**src/hw/tscPkg.sv**
```systemverilog
`default_nettype none

package tscPkg;

	// ####################
	// widths
	typedef logic [15:0] wordT;
	typedef logic [1:0] regIdxT;
	typedef logic [3:0] opcodeT;
	typedef logic [5:0] funcT;

	// ####################
	// opcodes
	localparam opcodeT BNE_OP = 4'd0;
	localparam opcodeT BEQ_OP = 4'd1;
	localparam opcodeT BGZ_OP = 4'd2;
	localparam opcodeT BLZ_OP = 4'd3;
	localparam opcodeT ADI_OP = 4'd4;
	localparam opcodeT ORI_OP = 4'd5;
	localparam opcodeT LHI_OP = 4'd6;
	localparam opcodeT LWD_OP = 4'd7;
	localparam opcodeT SWD_OP = 4'd8;
	localparam opcodeT JMP_OP = 4'd9;
	localparam opcodeT JAL_OP = 4'd10;
	localparam opcodeT R_OP = 4'd15; // all func-coded instructions

	// function field of R_OP
	localparam funcT FUNC_ADD = 6'd0;
	localparam funcT FUNC_SUB = 6'd1;
	localparam funcT FUNC_AND = 6'd2;
	localparam funcT FUNC_ORR = 6'd3;
	localparam funcT FUNC_NOT = 6'd4;
	localparam funcT FUNC_TCP = 6'd5;
	localparam funcT FUNC_SHL = 6'd6;
	localparam funcT FUNC_SHR = 6'd7;
	localparam funcT FUNC_JPR = 6'd25;
	localparam funcT FUNC_JRL = 6'd26;
	localparam funcT FUNC_WWD = 6'd28;
	localparam funcT FUNC_HLT = 6'd29;

	localparam regIdxT LINK_REG = 2'd2; // JAL/JRL return address

	// ####################
	// control encodings
	typedef enum logic [3:0] {ADD, SUB, AND, ORR, NOT, TCP, SHL, SHR, LHI} aluOpT;
	typedef enum logic [1:0] {SEQ, BRANCH, JUMP, REG} pcSrcT;
	typedef enum logic [1:0] {RCLASS, ICLASS, JCLASS, NONE} instClassT;
	typedef enum logic {RUN, HALT} coreStateT;

endpackage

`default_nettype wire

```
**src/hw/fetchUnit.sv**
```systemverilog
`default_nettype none

module fetchUnit (
	input wire logic clk,
	input wire logic rst,
	input wire logic running,
	input wire tscPkg::pcSrcT pcSrc,
	input wire logic branchTaken,
	input wire tscPkg::wordT immExt,
	input wire logic [11:0] target,
	input wire tscPkg::wordT regTarget,
	output tscPkg::wordT pc,
	output tscPkg::wordT pcNext1
);

	tscPkg::wordT nextPc;

	assign pcNext1 = pc + 16'd1;

	always_comb begin
		case (pcSrc)
			tscPkg::BRANCH: nextPc = branchTaken ? pcNext1 + immExt : pcNext1;
			tscPkg::JUMP: nextPc = {pc[15:12], target}; // stays in current 4K page
			tscPkg::REG: nextPc = regTarget; // JPR / JRL
			default: nextPc = pcNext1;
		endcase
	end

	always_ff @(posedge clk) begin
		if (rst)
			pc <= '0;
		else if (running)
			pc <= nextPc;
	end

	// halted core must not move the PC
	pcHold: assert property (@(posedge clk) disable iff (rst) !running |=> $stable(pc));

endmodule

`default_nettype wire

```
**src/hw/controlUnit.sv**
```systemverilog
`default_nettype none

module controlUnit (
	input wire logic clk,
	input wire logic rst,
	input wire tscPkg::wordT instData,
	output tscPkg::pcSrcT pcSrc,
	output logic regWrite,
	output logic aluSrcImm,
	output tscPkg::aluOpT aluOp,
	output logic memToReg,
	output logic memRead,
	output logic memWrite,
	output logic branchOp,
	output logic isWwd,
	output logic linkWrite,
	output tscPkg::regIdxT destReg,
	output tscPkg::instClassT instClass,
	output logic running
);

	tscPkg::opcodeT opcode;
	tscPkg::funcT func;
	tscPkg::coreStateT state;
	logic regWriteDec, memReadDec, memWriteDec, isWwdDec, haltDec;

	assign opcode = instData[15:12];
	assign func = instData[5:0];

	// ####################
	// decode
	always_comb begin
		pcSrc = tscPkg::SEQ; // safe defaults, also for unknown codes
		regWriteDec = 1'b0;
		aluSrcImm = 1'b0;
		aluOp = tscPkg::ADD;
		memToReg = 1'b0;
		memReadDec = 1'b0;
		memWriteDec = 1'b0;
		branchOp = 1'b0;
		isWwdDec = 1'b0;
		linkWrite = 1'b0;
		haltDec = 1'b0;
		instClass = tscPkg::ICLASS;
		case (opcode)
			tscPkg::R_OP: begin
				instClass = tscPkg::RCLASS;
				case (func)
					tscPkg::FUNC_ADD: aluOp = tscPkg::ADD;
					tscPkg::FUNC_SUB: aluOp = tscPkg::SUB;
					tscPkg::FUNC_AND: aluOp = tscPkg::AND;
					tscPkg::FUNC_ORR: aluOp = tscPkg::ORR;
					tscPkg::FUNC_NOT: aluOp = tscPkg::NOT;
					tscPkg::FUNC_TCP: aluOp = tscPkg::TCP;
					tscPkg::FUNC_SHL: aluOp = tscPkg::SHL;
					tscPkg::FUNC_SHR: aluOp = tscPkg::SHR;
					tscPkg::FUNC_JPR: pcSrc = tscPkg::REG;
					tscPkg::FUNC_JRL: begin
						pcSrc = tscPkg::REG;
						regWriteDec = 1'b1;
						linkWrite = 1'b1;
					end
					tscPkg::FUNC_WWD: isWwdDec = 1'b1;
					tscPkg::FUNC_HLT: haltDec = 1'b1;
					default: instClass = tscPkg::NONE;
				endcase
				if (func <= tscPkg::FUNC_SHR)
					regWriteDec = 1'b1; // plain ALU ops
			end
			tscPkg::ADI_OP, tscPkg::ORI_OP, tscPkg::LHI_OP, tscPkg::LWD_OP: begin
				regWriteDec = 1'b1;
				aluSrcImm = 1'b1;
				if (opcode == tscPkg::ORI_OP)
					aluOp = tscPkg::ORR;
				else if (opcode == tscPkg::LHI_OP)
					aluOp = tscPkg::LHI;
				memToReg = (opcode == tscPkg::LWD_OP);
				memReadDec = (opcode == tscPkg::LWD_OP);
			end
			tscPkg::SWD_OP: begin
				aluSrcImm = 1'b1; // address = rs + imm
				memWriteDec = 1'b1;
			end
			tscPkg::BNE_OP, tscPkg::BEQ_OP, tscPkg::BGZ_OP, tscPkg::BLZ_OP: begin
				pcSrc = tscPkg::BRANCH;
				branchOp = 1'b1; // compare rs against rt, not imm
			end
			tscPkg::JMP_OP, tscPkg::JAL_OP: begin
				instClass = tscPkg::JCLASS;
				pcSrc = tscPkg::JUMP;
				regWriteDec = (opcode == tscPkg::JAL_OP);
				linkWrite = (opcode == tscPkg::JAL_OP);
			end
			default: instClass = tscPkg::NONE;
		endcase
	end

	always_comb begin
		if (linkWrite)
			destReg = tscPkg::LINK_REG;
		else if (instClass == tscPkg::RCLASS)
			destReg = instData[7:6]; // rd
		else
			destReg = instData[9:8]; // rt
	end

	// ####################
	// run / halt
	always_ff @(posedge clk) begin
		if (rst)
			state <= tscPkg::RUN;
		else if (running && haltDec)
			state <= tscPkg::HALT;
	end

	assign running = (state == tscPkg::RUN);
	assign regWrite = regWriteDec && running;
	assign memRead = memReadDec && running;
	assign memWrite = memWriteDec && running;
	assign isWwd = isWwdDec && running;

	noWriteConflict: assert property (@(posedge clk) disable iff (rst) !(regWrite && memWrite));
	quietInHalt: assert property (@(posedge clk) disable iff (rst)
		state == tscPkg::HALT |-> !(regWrite || memRead || memWrite || isWwd));

endmodule

`default_nettype wire

```
**src/hw/registerFile.sv**
```systemverilog
`default_nettype none

module registerFile (
	input wire logic clk,
	input wire logic rst,
	input wire tscPkg::regIdxT rsIdx,
	input wire tscPkg::regIdxT rtIdx,
	input wire tscPkg::regIdxT writeIdx,
	input wire logic writeEn,
	input wire tscPkg::wordT writeValue,
	output tscPkg::wordT rsValue,
	output tscPkg::wordT rtValue
);

	tscPkg::wordT regs [4];

	// async read, same-cycle decode depends on it
	assign rsValue = regs[rsIdx];
	assign rtValue = regs[rtIdx];

	always_ff @(posedge clk) begin
		if (rst) begin
			for (int i = 0; i < 4; i++) begin
				regs[i] <= '0;
			end
		end else if (writeEn) begin
			regs[writeIdx] <= writeValue;
		end
	end

endmodule

`default_nettype wire

```
**src/hw/alu.sv**
```systemverilog
`default_nettype none

module alu (
	input wire tscPkg::aluOpT aluOp,
	input wire tscPkg::wordT opA,
	input wire tscPkg::wordT opB,
	input wire logic branchOp,
	input wire tscPkg::opcodeT opcode,
	output tscPkg::wordT aluResult,
	output logic branchTaken
);

	tscPkg::wordT orOperand;
	logic cond;

	always_comb begin
		// ORI takes its immediate zero-extended
		orOperand = (opcode == tscPkg::ORI_OP) ? {8'h00, opB[7:0]} : opB;
		case (aluOp)
			tscPkg::ADD: aluResult = opA + opB;
			tscPkg::SUB: aluResult = opA - opB;
			tscPkg::AND: aluResult = opA & opB;
			tscPkg::ORR: aluResult = opA | orOperand;
			tscPkg::NOT: aluResult = ~opA;
			tscPkg::TCP: aluResult = ~opA + 16'd1;
			tscPkg::SHL: aluResult = {opA[14:0], 1'b0};
			tscPkg::SHR: aluResult = {1'b0, opA[15:1]}; // logical
			tscPkg::LHI: aluResult = {opB[7:0], 8'h00};
			default: aluResult = opA;
		endcase
	end

	// ####################
	// branch condition
	always_comb begin
		case (opcode)
			tscPkg::BNE_OP: cond = (opA != opB);
			tscPkg::BEQ_OP: cond = (opA == opB);
			tscPkg::BGZ_OP: cond = !opA[15] && (opA != '0);
			tscPkg::BLZ_OP: cond = opA[15];
			default: cond = 1'b0;
		endcase
		branchTaken = branchOp && cond;
	end

endmodule

`default_nettype wire

```
**src/hw/memOutUnit.sv**
```systemverilog
`default_nettype none

module memOutUnit (
	input wire logic clk,
	input wire logic rst,
	input wire tscPkg::wordT aluResult,
	input wire tscPkg::wordT rtValue,
	input wire tscPkg::wordT rsValue,
	input wire tscPkg::wordT pcNext1,
	input wire logic memRead,
	input wire logic memWrite,
	input wire logic memToReg,
	input wire logic linkWrite,
	input wire logic isWwd,
	input wire tscPkg::wordT dataReadValue,
	output tscPkg::wordT dataAddr,
	output tscPkg::wordT dataWriteValue,
	output logic memReadStrobe,
	output logic memWriteStrobe,
	output tscPkg::wordT writeValue,
	output tscPkg::wordT outputPort,
	output logic outputValid
);

	// data memory side, address is rs + imm
	assign dataAddr = aluResult;
	assign dataWriteValue = rtValue;
	assign memReadStrobe = memRead;
	assign memWriteStrobe = memWrite;

	always_comb begin
		if (linkWrite)
			writeValue = pcNext1; // return address
		else if (memToReg)
			writeValue = dataReadValue;
		else
			writeValue = aluResult;
	end

	// ####################
	// WWD port, one cycle late
	always_ff @(posedge clk) begin
		if (rst)
			outputValid <= 1'b0;
		else
			outputValid <= isWwd;
	end

	always_ff @(posedge clk) begin
		if (isWwd)
			outputPort <= rsValue;
	end

endmodule

`default_nettype wire

```
**src/hw/tscCore.sv**
```systemverilog
`default_nettype none

module tscCore (
	input wire logic clk,
	input wire logic rst,
	input wire tscPkg::wordT instData,
	input wire tscPkg::wordT dataReadValue,
	output tscPkg::wordT instAddr,
	output tscPkg::wordT dataAddr,
	output tscPkg::wordT dataWriteValue,
	output logic memRead,
	output logic memWrite,
	output tscPkg::wordT outputPort,
	output logic outputValid,
	output logic halted
);

	tscPkg::pcSrcT pcSrc;
	tscPkg::aluOpT aluOp;
	tscPkg::regIdxT destReg;
	logic regWrite, aluSrcImm, memToReg, ctrlMemRead, ctrlMemWrite;
	logic branchOp, isWwd, linkWrite, running, branchTaken;
	tscPkg::wordT immExt, pcNext1, rsValue, rtValue, aluOpB, aluResult, writeValue;

	assign immExt = {{8{instData[7]}}, instData[7:0]};
	assign aluOpB = aluSrcImm ? immExt : rtValue;
	assign halted = !running;

	fetchUnit fetch (.clk, .rst, .running, .pcSrc, .branchTaken, .immExt,
		.target(instData[11:0]), .regTarget(rsValue), .pc(instAddr), .pcNext1);

	controlUnit ctrl (.clk, .rst, .instData, .pcSrc, .regWrite, .aluSrcImm, .aluOp,
		.memToReg, .memRead(ctrlMemRead), .memWrite(ctrlMemWrite), .branchOp, .isWwd,
		.linkWrite, .destReg, .instClass(), .running);

	registerFile regFile (.clk, .rst, .rsIdx(instData[11:10]), .rtIdx(instData[9:8]),
		.writeIdx(destReg), .writeEn(regWrite), .writeValue, .rsValue, .rtValue);

	alu exec (.aluOp, .opA(rsValue), .opB(aluOpB), .branchOp,
		.opcode(instData[15:12]), .aluResult, .branchTaken);

	memOutUnit memOut (.clk, .rst, .aluResult, .rtValue, .rsValue, .pcNext1,
		.memRead(ctrlMemRead), .memWrite(ctrlMemWrite), .memToReg, .linkWrite, .isWwd,
		.dataReadValue, .dataAddr, .dataWriteValue, .memReadStrobe(memRead),
		.memWriteStrobe(memWrite), .writeValue, .outputPort, .outputValid);

endmodule

`default_nettype wire

```
**config.mk**
```make
export PLATFORM = sky130hd
export DESIGN_NAME = tscCore
export DESIGN_NICKNAME = d
export VERILOG_FILES = /design/src/hw/tscPkg.sv /design/src/hw/fetchUnit.sv /design/src/hw/controlUnit.sv /design/src/hw/registerFile.sv /design/src/hw/alu.sv /design/src/hw/memOutUnit.sv /design/src/hw/tscCore.sv
export SDC_FILE = /design/constraint.sdc
export NUM_CORES = 1
export LEC_CHECK = 0
export ABC_CLOCK_PERIOD_IN_PS = 9100
export BUFFER_PORTS_ARGS = -buffer_cell sky130_fd_sc_hd__buf_2
export CAP_MARGIN = 20
export CORE_AREA = 2 2 147 149
export DETAILED_ROUTE_END_ITERATION = 8
export DIE_AREA = 0 0 149 151
export MAX_ROUTING_LAYER = met4
export PLACE_DENSITY = 0.61
export RECOVER_POWER = 100
export SLEW_MARGIN = 20
export SYNTH_ARGS = -nofsm -noshare
export SYNTH_HDL_FRONTEND = slang
export SYNTH_SLANG_ARGS = --single-unit
```
**constraint.sdc**
```tcl
create_clock -name clk -period 9.1 [get_ports clk]
set_clock_uncertainty 0.1 [all_clocks]
set_input_delay 2.275 -clock clk [delete_from_list [all_inputs] [get_ports clk]]
set_output_delay 2.275 -clock clk [all_outputs]
set_load 0.005 [all_outputs]
```
==> summary.md, run 1 <==
| Metric | Value |
|---|---|
| Vias in the first global route | `8,477` |
| Met3 Use GR | `5.42%` |
| Fin crit share | `a little over nine tenths` |
| YS warnings | `0` |
| Final hold viol count | `0` |
| Syn_nets | `around 1,100` |
| Hold WS | `approximately 0.44 ns` |
| Initial antenna violation count | `1` |
| Setup violations, final | `0` |
| Critical setup path kind | `primary input to primary output` |
| RSZ-0062 raised after global routing | `no` |
| Final wirelength | `approximately 37 mm` |
| Slowest stage delay, CP | `approximately 0.54 ns` |
| Buffers added on ports | `101` |
| WP data required | `between 6 and 7 ns` |
| Critical Path Source | `instData[13]` |
| Num ports | `approximately 100` |
| Status | `finished clean` |
| Met2 Usage GRT | `50.9%` |
| Seq/Total Area, Yosys | `approximately 29%` |
| GRT met1 Usage | `44.8%` |
| Cell leakage power | `about 4.2 nW` |
| # H-tree levels | `3` |
| Min Tclk post-route | `about 8.8 ns` |
| Element type at the critical path end | `primary output` |
| TritonCTS clock tree | `yes` |
| Worst Setup Slack, final | `0.268 ns` |
| Relative slew slack | `less than 1%` |
| GPL Wtd Cong | `roughly 1.0` |
| Pin count of the biggest net entering global routing | `34` |
| Distinct cells, synth | `roughly 90` |
| Worst setup SP type | `primary input` |
| Starting density of the core | `about 45%` |
| Layout Cells excl Fill | `~1,400` |
| # Post-CTS Setup Buffers | `0` |
| Iteration-0 DRC Markers | `1,288` |
| Post-synth EDFFs | `80` |
| Max rail drop VDD | `just over 100 uV` |
| Setup TNS | `0 ns` |
| Syn Area/Cell | `8.98 sq um` |
| First-pass GRT wire length | `approximately 54 mm` |
| Cells along the critical path | `buf_2 > or4b_1 > and2_1 > mux2_2 > inv_1 > ha_1 > nor2_1 > a221o_1 > a211o_1 > a211oi_1 > xnor2_1 > a221o_1 > or2_2 > buf_2` |
| Clock Sinks | `just under 100` |
| Mapped Area | `around 9500 sq um` |
| Nets | `between 1,000 and 1,500` |
| Die area | `about 22,000 sq um` |
| Layout cells sized above 1 | `between 10% and 20%` |
| Predominant post-synthesis flop cell | `edfxtp_1` |
| Hold Path Class | `register to register` |
| CTS root buf | `clkbuf_16` |
| Worst-Skew Late Latency | `about 0.37 ns` |
| Final ANT Viol Nets | `0` |
| FF-to-FF Start | `regFile.regs[3][11]` |
| Vias | `~9,400` |
| Finished Cell Area | `about 10,000 sq um` |
| Worst-Margin Slew | `between 1 and 1.5 ns` |
| Async SR Flop Fraction | `0%` |
| DP Area | `10,300 sq um` |
| Crit path max fanout | `15` |
| Vias/cell | `approximately 6.7` |
| Clock Path Buffers | `2` |
| Number of synthesized register bits | `98` |
| Most Crowded Layer GR | `met2` |
| FMAX | `113 MHz` |
| Total power | `between 1.5 and 2 mW` |
| Area growth syn-to-layout | `10.1%` |
| Power Density | `roughly 160 nW/um^2` |
| Drt pass-1 iters | `6` |
| Average routed wire per standard cell | `roughly 26 um` |
| Ant diodes | `0` |
| Row Count | `53` |
| Post-route DRC | `0` |
| Clk pin slew, worst setup/hold paths | `~0.080 ns` |
| Hpwl dp | `27.3 mm` |
| TritonCTS Buffers | `9` |
| Core footprint | `20,800 sq um` |
| Total gr overflow | `0` |
| HP Start | `fetch.pc[9]` |
| Syn Inst Count | `around 1,100` |
| Final Core Density | `between 50% and 60%` |
| Post-place setup slack | `~0.25 ns` |
| Max cap viols | `0` |
| Slew Limit Fails | `0` |
| Die width | `149 um` |
| Total Routing Usage GR | `roughly 33%` |
| Crit path arrival time | `about 6.5 ns` |
| Die Height | `about 150 um` |
| Critical path's slowest cell | `or4b_1` |
| Placed instance count | `1,387` |
-- worst max-delay path, delay by kind of cell --
kind	cells	cell delay (ns)
multiplexers	1	0.35
AND/OR/NAND/NOR	4	1.41
adder cells (fa/ha/maj)	1	0.43
AO/OA/AOI/OAI	4	1.50
buffers and inverters	3	0.37
XOR/XNOR	1	0.11
-- final cells by class --
| cell class | count | area (sq um) |
|---|---|---|
| clock buffers | 9 | 225 |
| clock inverters | 7 | 76.3 |
| fillers | 2075 | 10400 |
| inverters | 56 | 210 |
| multi-input cells | 826 | 6170 |
| flip-flops and latches | 98 | 2760 |
| well taps | 275 | 344 |
| repair buffers | 132 | 642 |
-- cells in the mapped netlist (all sizes together) (12+ instances only) --
library cell  number  area share, %
and3              13           0.86
ha                56            7.4
a22oi             13            1.0
o21ai             50            2.6
and2              14           0.92
nor2             110            4.5
mux2i             15            1.6
a21oi             53            2.8
or3               14           0.98
clkbuf            64            2.5
inv               56            2.2
mux4              32            7.6
nor2b             21            1.4
o31ai             13            1.2
nor3              36            1.9
a211oi            21            1.7
a31oi             16            1.1
nand2             48            1.9
nor4              12           0.79
dfxtp             18            3.8
a221oi            18            1.7
nand3             35            1.8
a21o              18            1.4
edfxtp            80             25
xnor2             33            3.1
-- worst paths after layout --
path,end,slack (ns),cells after the start
worst max register to register,fetch.pc[12],3.67,13
worst min-delay path,fetch.pc[9],0.44,2
worst max-delay path,dataAddr[15],0.27,14
worst min register to register,fetch.pc[9],0.44,2
-- what timing repair did --
action                                  4_1_cts  5_1_grt
hold buffers                                  0        0
endpoints found under the setup margin        0        1
resized for setup                             0        1
-- cells by family after synthesis --
logic type | after synthesis | synth area share [%]
buffers and inverters | 131 | 5.48
adders and majority gates | 59 | 8.03
DFF | 98 | 29.2
xor gates and xnor gates | 41 | 3.79
muxes | 53 | 9.91
AOI/OAI and AO/OA | 308 | 23.6
and+or+nand+nor | 365 | 20.0
-- state kept, by name, summed over array words and instances, names as in the netlist --
| signal | flops |
|---|---|
| ctrl.state | 1 |
| fetch.pc | 16 |
| memOut.outputPort | 16 |
| memOut.outputValid | 1 |
| regFile.regs | 64 |
-- power by group --
part	leakage (nW)	switching, mW	internal, mW
registers	0.958	0.0190	0.513
clock network	0.147	0.201	0.195
logic	3.05	0.433	0.257
total	4.16	0.653	0.964
-- placed cells by master, fill, tap and decap left out, types with 13 or more instances in the layout --
cell type,instances
a211oi_1,21
a21o_1,18
a21oi_1,52
a221oi_1,18
a22oi_1,13
a31oi_1,16
and3_1,13
buf_2,69
buf_4,16
clkbuf_1,47
dfxtp_1,18
edfxtp_1,80
ha_1,56
inv_1,56
mux2i_1,15
mux4_2,32
nand2_1,48
nand3_1,35
nor2_1,109
nor2b_1,21
nor3_1,36
o21ai_0,49
or3_1,13
xnor2_1,33
-- per-layer routing --
metal	routed length [um]	up-vias	part of all wire [%]
met3	3490	71	9.5
met5	0	-	0
met2	16800	553	46
met1	15100	4547	41
li1	-	4199	-
met4	1230	0	3.3
Power figures use the tool's default switching activity.
==> inputs of run 2 (changes only) <==
--- a/config.mk
+++ b/config.mk
@@ -5,12 +5,14 @@
 export SDC_FILE = /design/constraint.sdc
 export NUM_CORES = 1
 export LEC_CHECK = 0
-export ABC_CLOCK_PERIOD_IN_PS = 9100
+export ABC_AREA = 1
+export ABC_CLOCK_PERIOD_IN_PS = 10300
 export BUFFER_PORTS_ARGS = -buffer_cell sky130_fd_sc_hd__buf_2
 export CAP_MARGIN = 20
-export CORE_AREA = 2 2 147 149
+export CORE_AREA = 2 2 156 158
+export CTS_BUF_LIST = sky130_fd_sc_hd__clkbuf_8 sky130_fd_sc_hd__clkbuf_16
 export DETAILED_ROUTE_END_ITERATION = 8
-export DIE_AREA = 0 0 149 151
+export DIE_AREA = 0 0 158 160
 export MAX_ROUTING_LAYER = met4
 export PLACE_DENSITY = 0.61
 export RECOVER_POWER = 100
==> constraint.sdc (replaced) <==
create_clock -name clk -period 10.3 [get_ports clk]
set_clock_uncertainty 0.1 [all_clocks]
set_input_delay 2.575 -clock clk [delete_from_list [all_inputs] [get_ports clk]]
set_output_delay 2.575 -clock clk [all_outputs]
set_load 0.005 [all_outputs]
==> run 2 against run 1 <==
  * Die area increased by 12%
  * Routed wire length increased by 20%
  * Largest cell class unchanged
  * Utilization decreased by 1.9 points
  * Synthesized cell count increased by 59%
  * Flip-flop and latch count unchanged
  * Sequential share of layout area decreased by 2.4 points
  * Via count increased by 25%
  * Power decreased by 7.1%
  * Hold slack got worse by 0.038 ns
==> summary.md, run 2 <==
| Metric | Value |
|---|---|
| Syn_nets | `1,772 (+54%)` |
| Biggest registers after layout | `regFile.regs: 64 flops, fetch.pc: 16 flops, memOut.outputPort: 16 flops` |
| Switch share | `45.5% (+5.1 points)` |
| CTS resizes | `0 (unchanged)` |
| Clock power frac | `23.9% (-0.6 points)` |
| Post-place setup slack | `1.34 ns (+1.09 ns)` |
| Vias | `11,800 (+25%)` |
| Hold WS | `0.405 ns (-0.0383 ns)` |
| Seq/Total Area, Yosys | `25.8% (-3.4 points)` |
| Worst setup SP type | `primary input` |
| Layout cells sized above 1 | `9.85% (-4.3 points)` |
| TritonCTS clock tree | `yes` |
| Vias in the first global route | `10,900 (+28%)` |
| Most common cell after layout, fill and taps aside | `nand2_1` |
| Worst-Skew Late Latency | `0.37 ns (about the same)` |
| Layout Cells excl Fill | `2,071 (+48%)` |
| Iteration-0 DRC Markers | `1,229 (-4.6%)` |
| Die Height | `160 um (+6.0%)` |
| First-pass GRT wire length | `65.2 mm (+21%)` |
| Element type at the critical path end | `primary output` |
| Cells along the critical path | `clkbuf_1 > inv_1 > clkbuf_1 > nor2_1 > a32oi_1 > nand2_1 > o21ai_0 > inv_1 > ha_1 > inv_1 > fa_1 > o21ai_0 > nand4_1 > nand3_1 > nand2_1 > nand3_1 > nand2_1 > nor2_1 > nand3_1 > buf_2` |
| Buffers added on ports | `101 (unchanged)` |
| Syn Inst Count | `1,679 (+59%)` |
| Number of synthesized register bits | `98 (unchanged)` |
| Relative slew slack | `17.6% (+17 points)` |
| Hold bufs inserted after CTS | `0 (unchanged)` |
| Max rail drop VDD | `85.6 uV (-16%)` |
| Pin count of the biggest net entering global routing | `38 (+12%)` |
| Worst Setup Slack, final | `0.776 ns (+0.508 ns)` |
| Num ports | `102 (unchanged)` |
| Predominant post-synthesis flop cell | `edfxtp_1` |
| Syn Area/Cell | `6.39 sq um (-29%)` |
| Critical path's slowest cell | `inv_1` |
| Nets | `1,835 (+51%)` |
| Initial antenna violation count | `0 (-1)` |
| DP Area | `11,400 sq um (+11%)` |
| Final wirelength | `43.8 mm (+20%)` |
| Post-synth EDFFs | `80 (unchanged)` |
| Distinct cells, synth | `56 (-37%)` |
| Fin crit share | `between 90 and 100%` |
| Commonest non-fill, non-tap cells in the layout | `nand2_1, nor2_1, inv_1` |
| Setup TNS | `0 ns (unchanged)` |
| Switching pwr | `0.684 mW (+4.7%)` |
| Crit path arrival time | `6.85 ns (+0.39 ns)` |
| Crit path max fanout | `16 (+1)` |
| Worst-Margin Slew | `1.24 ns (-0.252 ns)` |
| Largest register FFs | `64 (unchanged)` |
| Int Pwr | `0.820 mW (-15%)` |
| Die width | `158 um (+6.0%)` |
| Synth area leaders | `edfxtp_1, nand2_1, nor2_1` |
| Final Core Density | `48.2% (-1.9 points)` |
| GPL Wtd Cong | `1.05 (+2.4%)` |
| Final hold viol count | `0 (unchanged)` |
| Area growth syn-to-layout | `7.13%` |
| WP data required | `7.63 ns (+0.90 ns)` |
| Slowest stage delay, CP | `0.54 ns (about the same)` |
| # Post-CTS Setup Buffers | `0 (unchanged)` |
| TritonCTS Buffers | `9 (unchanged)` |
| Mapped Area | `10,700 sq um (+13%)` |
| Slew Limit Fails | `0 (unchanged)` |
| Top-count cell post-synth | `nand2_1` |
| YS warnings | `0 (unchanged)` |
| Placed instance count | `2,055 (+48%)` |
| Power Density | `131 nW/um^2 (-16%)` |
| Clk pin slew, worst setup/hold paths | `0.08 ns (about the same)` |
| Starting density of the core | `45.0% (-0.47 points)` |
| Hold Path Class | `register to register` |
| Finished Cell Area | `11,500 sq um (+10%)` |
| Total Routing Usage GR | `35.5% (+2.2 points)` |
| Critical setup path kind | `primary input to primary output` |
| Synth area leader | `edfxtp_1` |
| Reg power frac | `31.2% (-1.7 points)` |
| Core footprint | `23,800 sq um (+14%)` |
| Status | `finished clean` |
| Register area | `2760 sq um (unchanged)` |
| # fillers | `2,656 (+28%)` |
| Row Count | `57 (+7.5%)` |
| Cell leakage power | `5.64 nW (+36%)` |
| Clock Sinks | `98 (unchanged)` |
| Setup violations, final | `0 (unchanged)` |
| Most flop-heavy register | `regFile.regs` |
| Post-route DRC | `0 (unchanged)` |
| Drt pass-1 iters | `6 (unchanged)` |
| Average routed wire per standard cell | `21.1 um (-19%)` |
| Max cap viols | `0 (unchanged)` |
| Top cell type's share of synthesized area | `22.4% (-3.0 points)` |
| Gate power share | `44.9% (+2.3 points)` |
| # H-tree levels | `3 (unchanged)` |
| Async SR Flop Fraction | `0% (unchanged)` |
| FMAX | `approximately 110 MHz` |
| Commonest cells post-synth | `nand2_1, nor2_1, inv_1` |
| Ant diodes | `0 (unchanged)` |
| Clock Path Buffers | `2 (unchanged)` |
| Total gr overflow | `0 (unchanged)` |
| CTS root buf | `clkbuf_16` |
| Min Tclk post-route | `approximately 9.5 ns` |
| Final ANT Viol Nets | `0 (unchanged)` |
| Die area | `25,300 sq um (+12%)` |
| Multi-input combinational cell area | `6650 sq um (+7.9%)` |
| Vias/cell | `5.67 (-15%)` |
| RSZ-0062 raised after global routing | `no` |
| Total power | `1.50 mW (-7.1%)` |
| Hpwl dp | `33.9 mm (+24%)` |
run 2: cell types whose count changed in the layout (fill, tap and decap cells not counted), moves of 24 or more:
| cell | delta |
|---|---|
| a21oi_1 | +26 |
| mux4_2 | -32 |
| nand3_1 | +117 |
| o21ai_0 | +33 |
| nand4_1 | +24 |
| inv_1 | +141 |
| nor2_1 | +148 |
| xnor2_1 | -31 |
| nand2_1 | +399 |
run 2: power by group through the flow:
stage	clock network, mW	logic [mW]	registers [mW]
final	0.360	0.674	0.469
after global placement	0	0.672	0.477
after CTS	0.361	0.672	0.468
after floorplan	0	0.433	0.473
after detailed placement	0	0.669	0.477
after global routing	0.378	0.732	0.472
run 2: cells by family after synthesis:
kind of cell               count (synthesis)  share of synthesized area [%]
xor gates and xnor gates                  26                           2.12
DFF                                       98                           25.8
AOI/OAI and AO/OA                        242                           13.0
buffers and inverters                    281                           11.2
and+or+nand+nor                          973                           40.8
adders and majority gates                 59                           7.10
run 2: metal layers:
layer	part of all wire, %	vias to the layer above	GRT usage, %
li1	-	5608	-
met1	40	5458	44.4
met2	47	579	56.9
met3	8.2	106	4.97
met4	4.8	0	15.6
met5	0	-	-
run 2: path summary, 6_finish.rpt:
kind | from | to | slack (ns) | cells after the start
worst max-delay path | instData[9] | dataAddr[12] | 0.78 | 20
worst min-delay path | fetch.pc[13] | fetch.pc[13] | 0.40 | 2
worst max register to register | regFile.regs[1][10] | fetch.pc[8] | 5.72 | 19
worst min register to register | fetch.pc[13] | fetch.pc[13] | 0.40 | 2
run 2: area by class of cell:
cell class              instances  share of cell area [%]
clock buffers                   9                    1.96
clock inverters                 7                   0.664
inverters                     223                    7.35
multi-input cells            1300                    57.9
flip-flops and latches         98                    24.1
well taps                     324                    3.53
repair buffers                110                    4.52
run 2: worst max-delay path: cells and delay by family:
family	cells	cell delay (ns)
fa+ha+maj	2	0.72
buf+inv	6	1.77
compound gates	3	0.75
simple gates	9	1.02
==> inputs of run 3 (changes only) <==
--- a/config.mk
+++ b/config.mk
@@ -5,14 +5,14 @@
 export SDC_FILE = /design/constraint.sdc
 export NUM_CORES = 1
 export LEC_CHECK = 0
-export ABC_AREA = 1
+export ABC_AREA = 0
 export ABC_CLOCK_PERIOD_IN_PS = 10300
 export BUFFER_PORTS_ARGS = -buffer_cell sky130_fd_sc_hd__buf_2
 export CAP_MARGIN = 20
-export CORE_AREA = 2 2 156 158
+export CORE_AREA = 2 2 147 149
 export CTS_BUF_LIST = sky130_fd_sc_hd__clkbuf_8 sky130_fd_sc_hd__clkbuf_16
 export DETAILED_ROUTE_END_ITERATION = 8
-export DIE_AREA = 0 0 158 160
+export DIE_AREA = 0 0 149 151
 export MAX_ROUTING_LAYER = met4
 export PLACE_DENSITY = 0.61
 export RECOVER_POWER = 100
==> run 3 against run 2 <==
  * The flow now finishes with violations (max-capacitance violations, max-slew violations)
  * Flip-flop and latch count is the same
  * Sequential power is essentially flat
  * Worst setup slack lost 0.22 ns
  * Critical path depth shrank 6
  * Via count shrank 21%
  * Die area shrank 11%
  * Utilization grew 1.4 points
  * Critical endpoint is now dataAddr[15]
  * Largest cell class unchanged
  * Highest routed layer unchanged
==> summary.md, run 3 (synthesis gave the netlist of run 1 again) <==
| Metric | Value |
|---|---|
| Placed instance count | `1,368 (-33%)` |
| Largest register FFs | `64 (unchanged)` |
| Post-route DRC | `0 (unchanged)` |
| Vias/cell | `6.70 (+18%)` |
| Die area | `22,500 sq um (-11%)` |
| Crit path arrival time | `7.07 ns (+0.22 ns)` |
| WP data required | `7.63 ns (about the same)` |
| Row Count | `53 (-7.0%)` |
| Hold Path Class | `register to register` |
| Cell leakage power | `4.09 nW (-27%)` |
| Total Routing Usage GR | `33.2% (-2.2 points)` |
| Crit path max fanout | `15 (-1)` |
| # fillers | `2,064 (-22%)` |
| Most common cell after layout, fill and taps aside | `nor2_1` |
| Failing checks | `max-capacitance violations, max-slew violations` |
| Hpwl dp | `26.6 mm (-22%)` |
| CTS resizes | `0 (unchanged)` |
| Multi-input combinational cell area | `6170 sq um (-7.3%)` |
| Crit path max-delay family | `simple AND/OR/NAND/NOR gates` |
| Slowest stage delay, CP | `0.71 ns (+0.17 ns)` |
| Final ANT Viol Nets | `0 (unchanged)` |
| Setup violations, final | `0 (unchanged)` |
| CTS root buf | `clkbuf_16` |
| Die width | `149 um (-5.7%)` |
| Starting density of the core | `45.5% (+0.47 points)` |
| RSZ-0062 raised after global routing | `no` |
| Relative slew slack | `-0.361% (-18 points)` |
| First-pass GRT wire length | `53.8 mm (-18%)` |
| Biggest registers after layout | `regFile.regs: 64 flops, fetch.pc: 16 flops, memOut.outputPort: 16 flops` |
| Critical path's slowest cell | `or4b_1` |
| Worst-Margin Slew | `1.51 ns (+0.270 ns)` |
| Status | `finished, violations left` |
| Layout Cells excl Fill | `1,386 (-33%)` |
| Hold path depth | `2 (unchanged)` |
| Buffers & Inverters on Critical Path | `3 (-3)` |
| Final hold viol count | `0 (unchanged)` |
| Element type at the critical path end | `primary output` |
| Vias in the first global route | `8,887 (-18%)` |
| Average routed wire per standard cell | `26.4 um (+25%)` |
| Cells along the critical path | `clkbuf_1 > or4b_1 > and2_0 > mux2_2 > inv_1 > ha_1 > nor4_1 > and2_0 > a211o_1 > a211oi_1 > xnor2_1 > a221o_1 > or2_2 > buf_1` |
| Iteration-0 DRC Markers | `1,209 (-1.6%)` |
| Worst setup SP type | `primary input` |
| Register area | `2760 sq um (unchanged)` |
| Drt pass-1 iters | `6 (unchanged)` |
| Total gr overflow | `0 (unchanged)` |
| Pin count of the biggest net entering global routing | `34 (-11%)` |
| Hold bufs inserted after CTS | `0 (unchanged)` |
| Buffers added on ports | `101 (unchanged)` |
| R2R Setup Slk | `4.78 ns (-0.94 ns)` |
| Core footprint | `20,800 sq um (-13%)` |
| Commonest non-fill, non-tap cells in the layout | `nor2_1, edfxtp_1, buf_2` |
| Clock Path Buffers | `2 (unchanged)` |
| Clk pin slew, worst setup/hold paths | `0.07 ns (about the same)` |
| TritonCTS clock tree | `yes` |
| Min Tclk post-route | `9.74 ns (+0.216 ns)` |
| Nets | `1,197 (-35%)` |
| Power Density | `138 nW/um^2 (+5.4%)` |
| TritonCTS Buffers | `9 (unchanged)` |
| # H-tree levels | `3 (unchanged)` |
| Die Height | `151 um (-5.6%)` |
| Vias | `9,291 (-21%)` |
| Layout cells sized above 1 | `13.2% (+3.3 points)` |
| Crit-path most repeated cell | `and2_0` |
| Slew Limit Fails | `33 (+33)` |
| Num ports | `102 (unchanged)` |
| Initial antenna violation count | `2 (+2)` |
| Max rail drop VDD | `103 uV (+20%)` |
| CP Depth | `14 (-30%)` |
| Area growth syn-to-layout | `9.02%` |
| Worst-Skew Late Latency | `0.37 ns (about the same)` |
| Fin crit share | `94.6% (+2.1 points)` |
| # Post-CTS Setup Buffers | `0 (unchanged)` |
| GPL Wtd Cong | `0.982 (-6.2%)` |
| Max cap viols | `1 (+1)` |
| R2R depth | `8 (-11)` |
| Setup TNS | `0 ns (unchanged)` |
| Final wirelength | `36.5 mm (-17%)` |
| FMAX | `103 MHz (-2.2%)` |
| Critical setup path kind | `primary input to primary output` |
| Most flop-heavy register | `regFile.regs` |
| Clock Sinks | `98 (unchanged)` |
-- run 3: where the power goes --
group          internal [mW]  leakage, nW  total, mW  switching (mW)
Combinational          0.220         2.98      0.599           0.379
Sequential             0.453        0.958      0.469          0.0164
Clock                  0.174        0.150      0.356           0.182
Total                  0.847         4.09       1.42           0.578
-- run 3: metal layers --
layer | global-route usage [%] | part of all wire (%)
met1 | 41.8 | 41
met2 | 50.6 | 45
met3 | 6.57 | 8.5
met4 | 18.1 | 5.5
met5 | - | 0
-- run 3: final timing paths --
kind,startpoint,to
worst min-delay path,fetch.pc[7],fetch.pc[7]
worst max register to register,ctrl.state,regFile.regs[0][0]
worst max-delay path,instData[14],dataAddr[15]
worst min register to register,fetch.pc[7],fetch.pc[7]
-- run 3: area by class of cell --
type / instances / area share [%]
Multi-Input combinational cell: 826 / 59.7
Sequential cell: 98 / 26.8
Timing Repair Buffer: 113 / 5.13
Tap cell: 275 / 3.33
Clock buffer: 9 / 2.18
Inverter: 56 / 2.04
Clock inverter: 7 / 0.788
Antenna cell: 2 / 0.0485
-- run 3: worst reg2reg max path, stage by stage (launching register included) --
cell and delay, ns:
dfxtp_1 0.31, clkbuf_1 1.09, nor2_1 0.57, o31ai_1 0.20, clkbuf_1 0.88, nor2_1 0.15
o21ai_0 0.12, clkbuf_1 0.80, nand2_1 0.81
-- run 3: per-stage QoR --
step                      hold slack, ns  cell area [sq um]  setup slack, ns  utilization, %  power, mW
after floorplan                    0.422               9470             1.13               -      0.875
after global placement             0.423              10100            0.801            48.6       1.07
after detailed placement           0.431              10100            0.756            48.6       1.07
after CTS                          0.441              10400            0.739            50.1       1.42
after global routing               0.471              10300            0.232            49.6       1.49
final                              0.441              10300            0.560            49.6       1.42
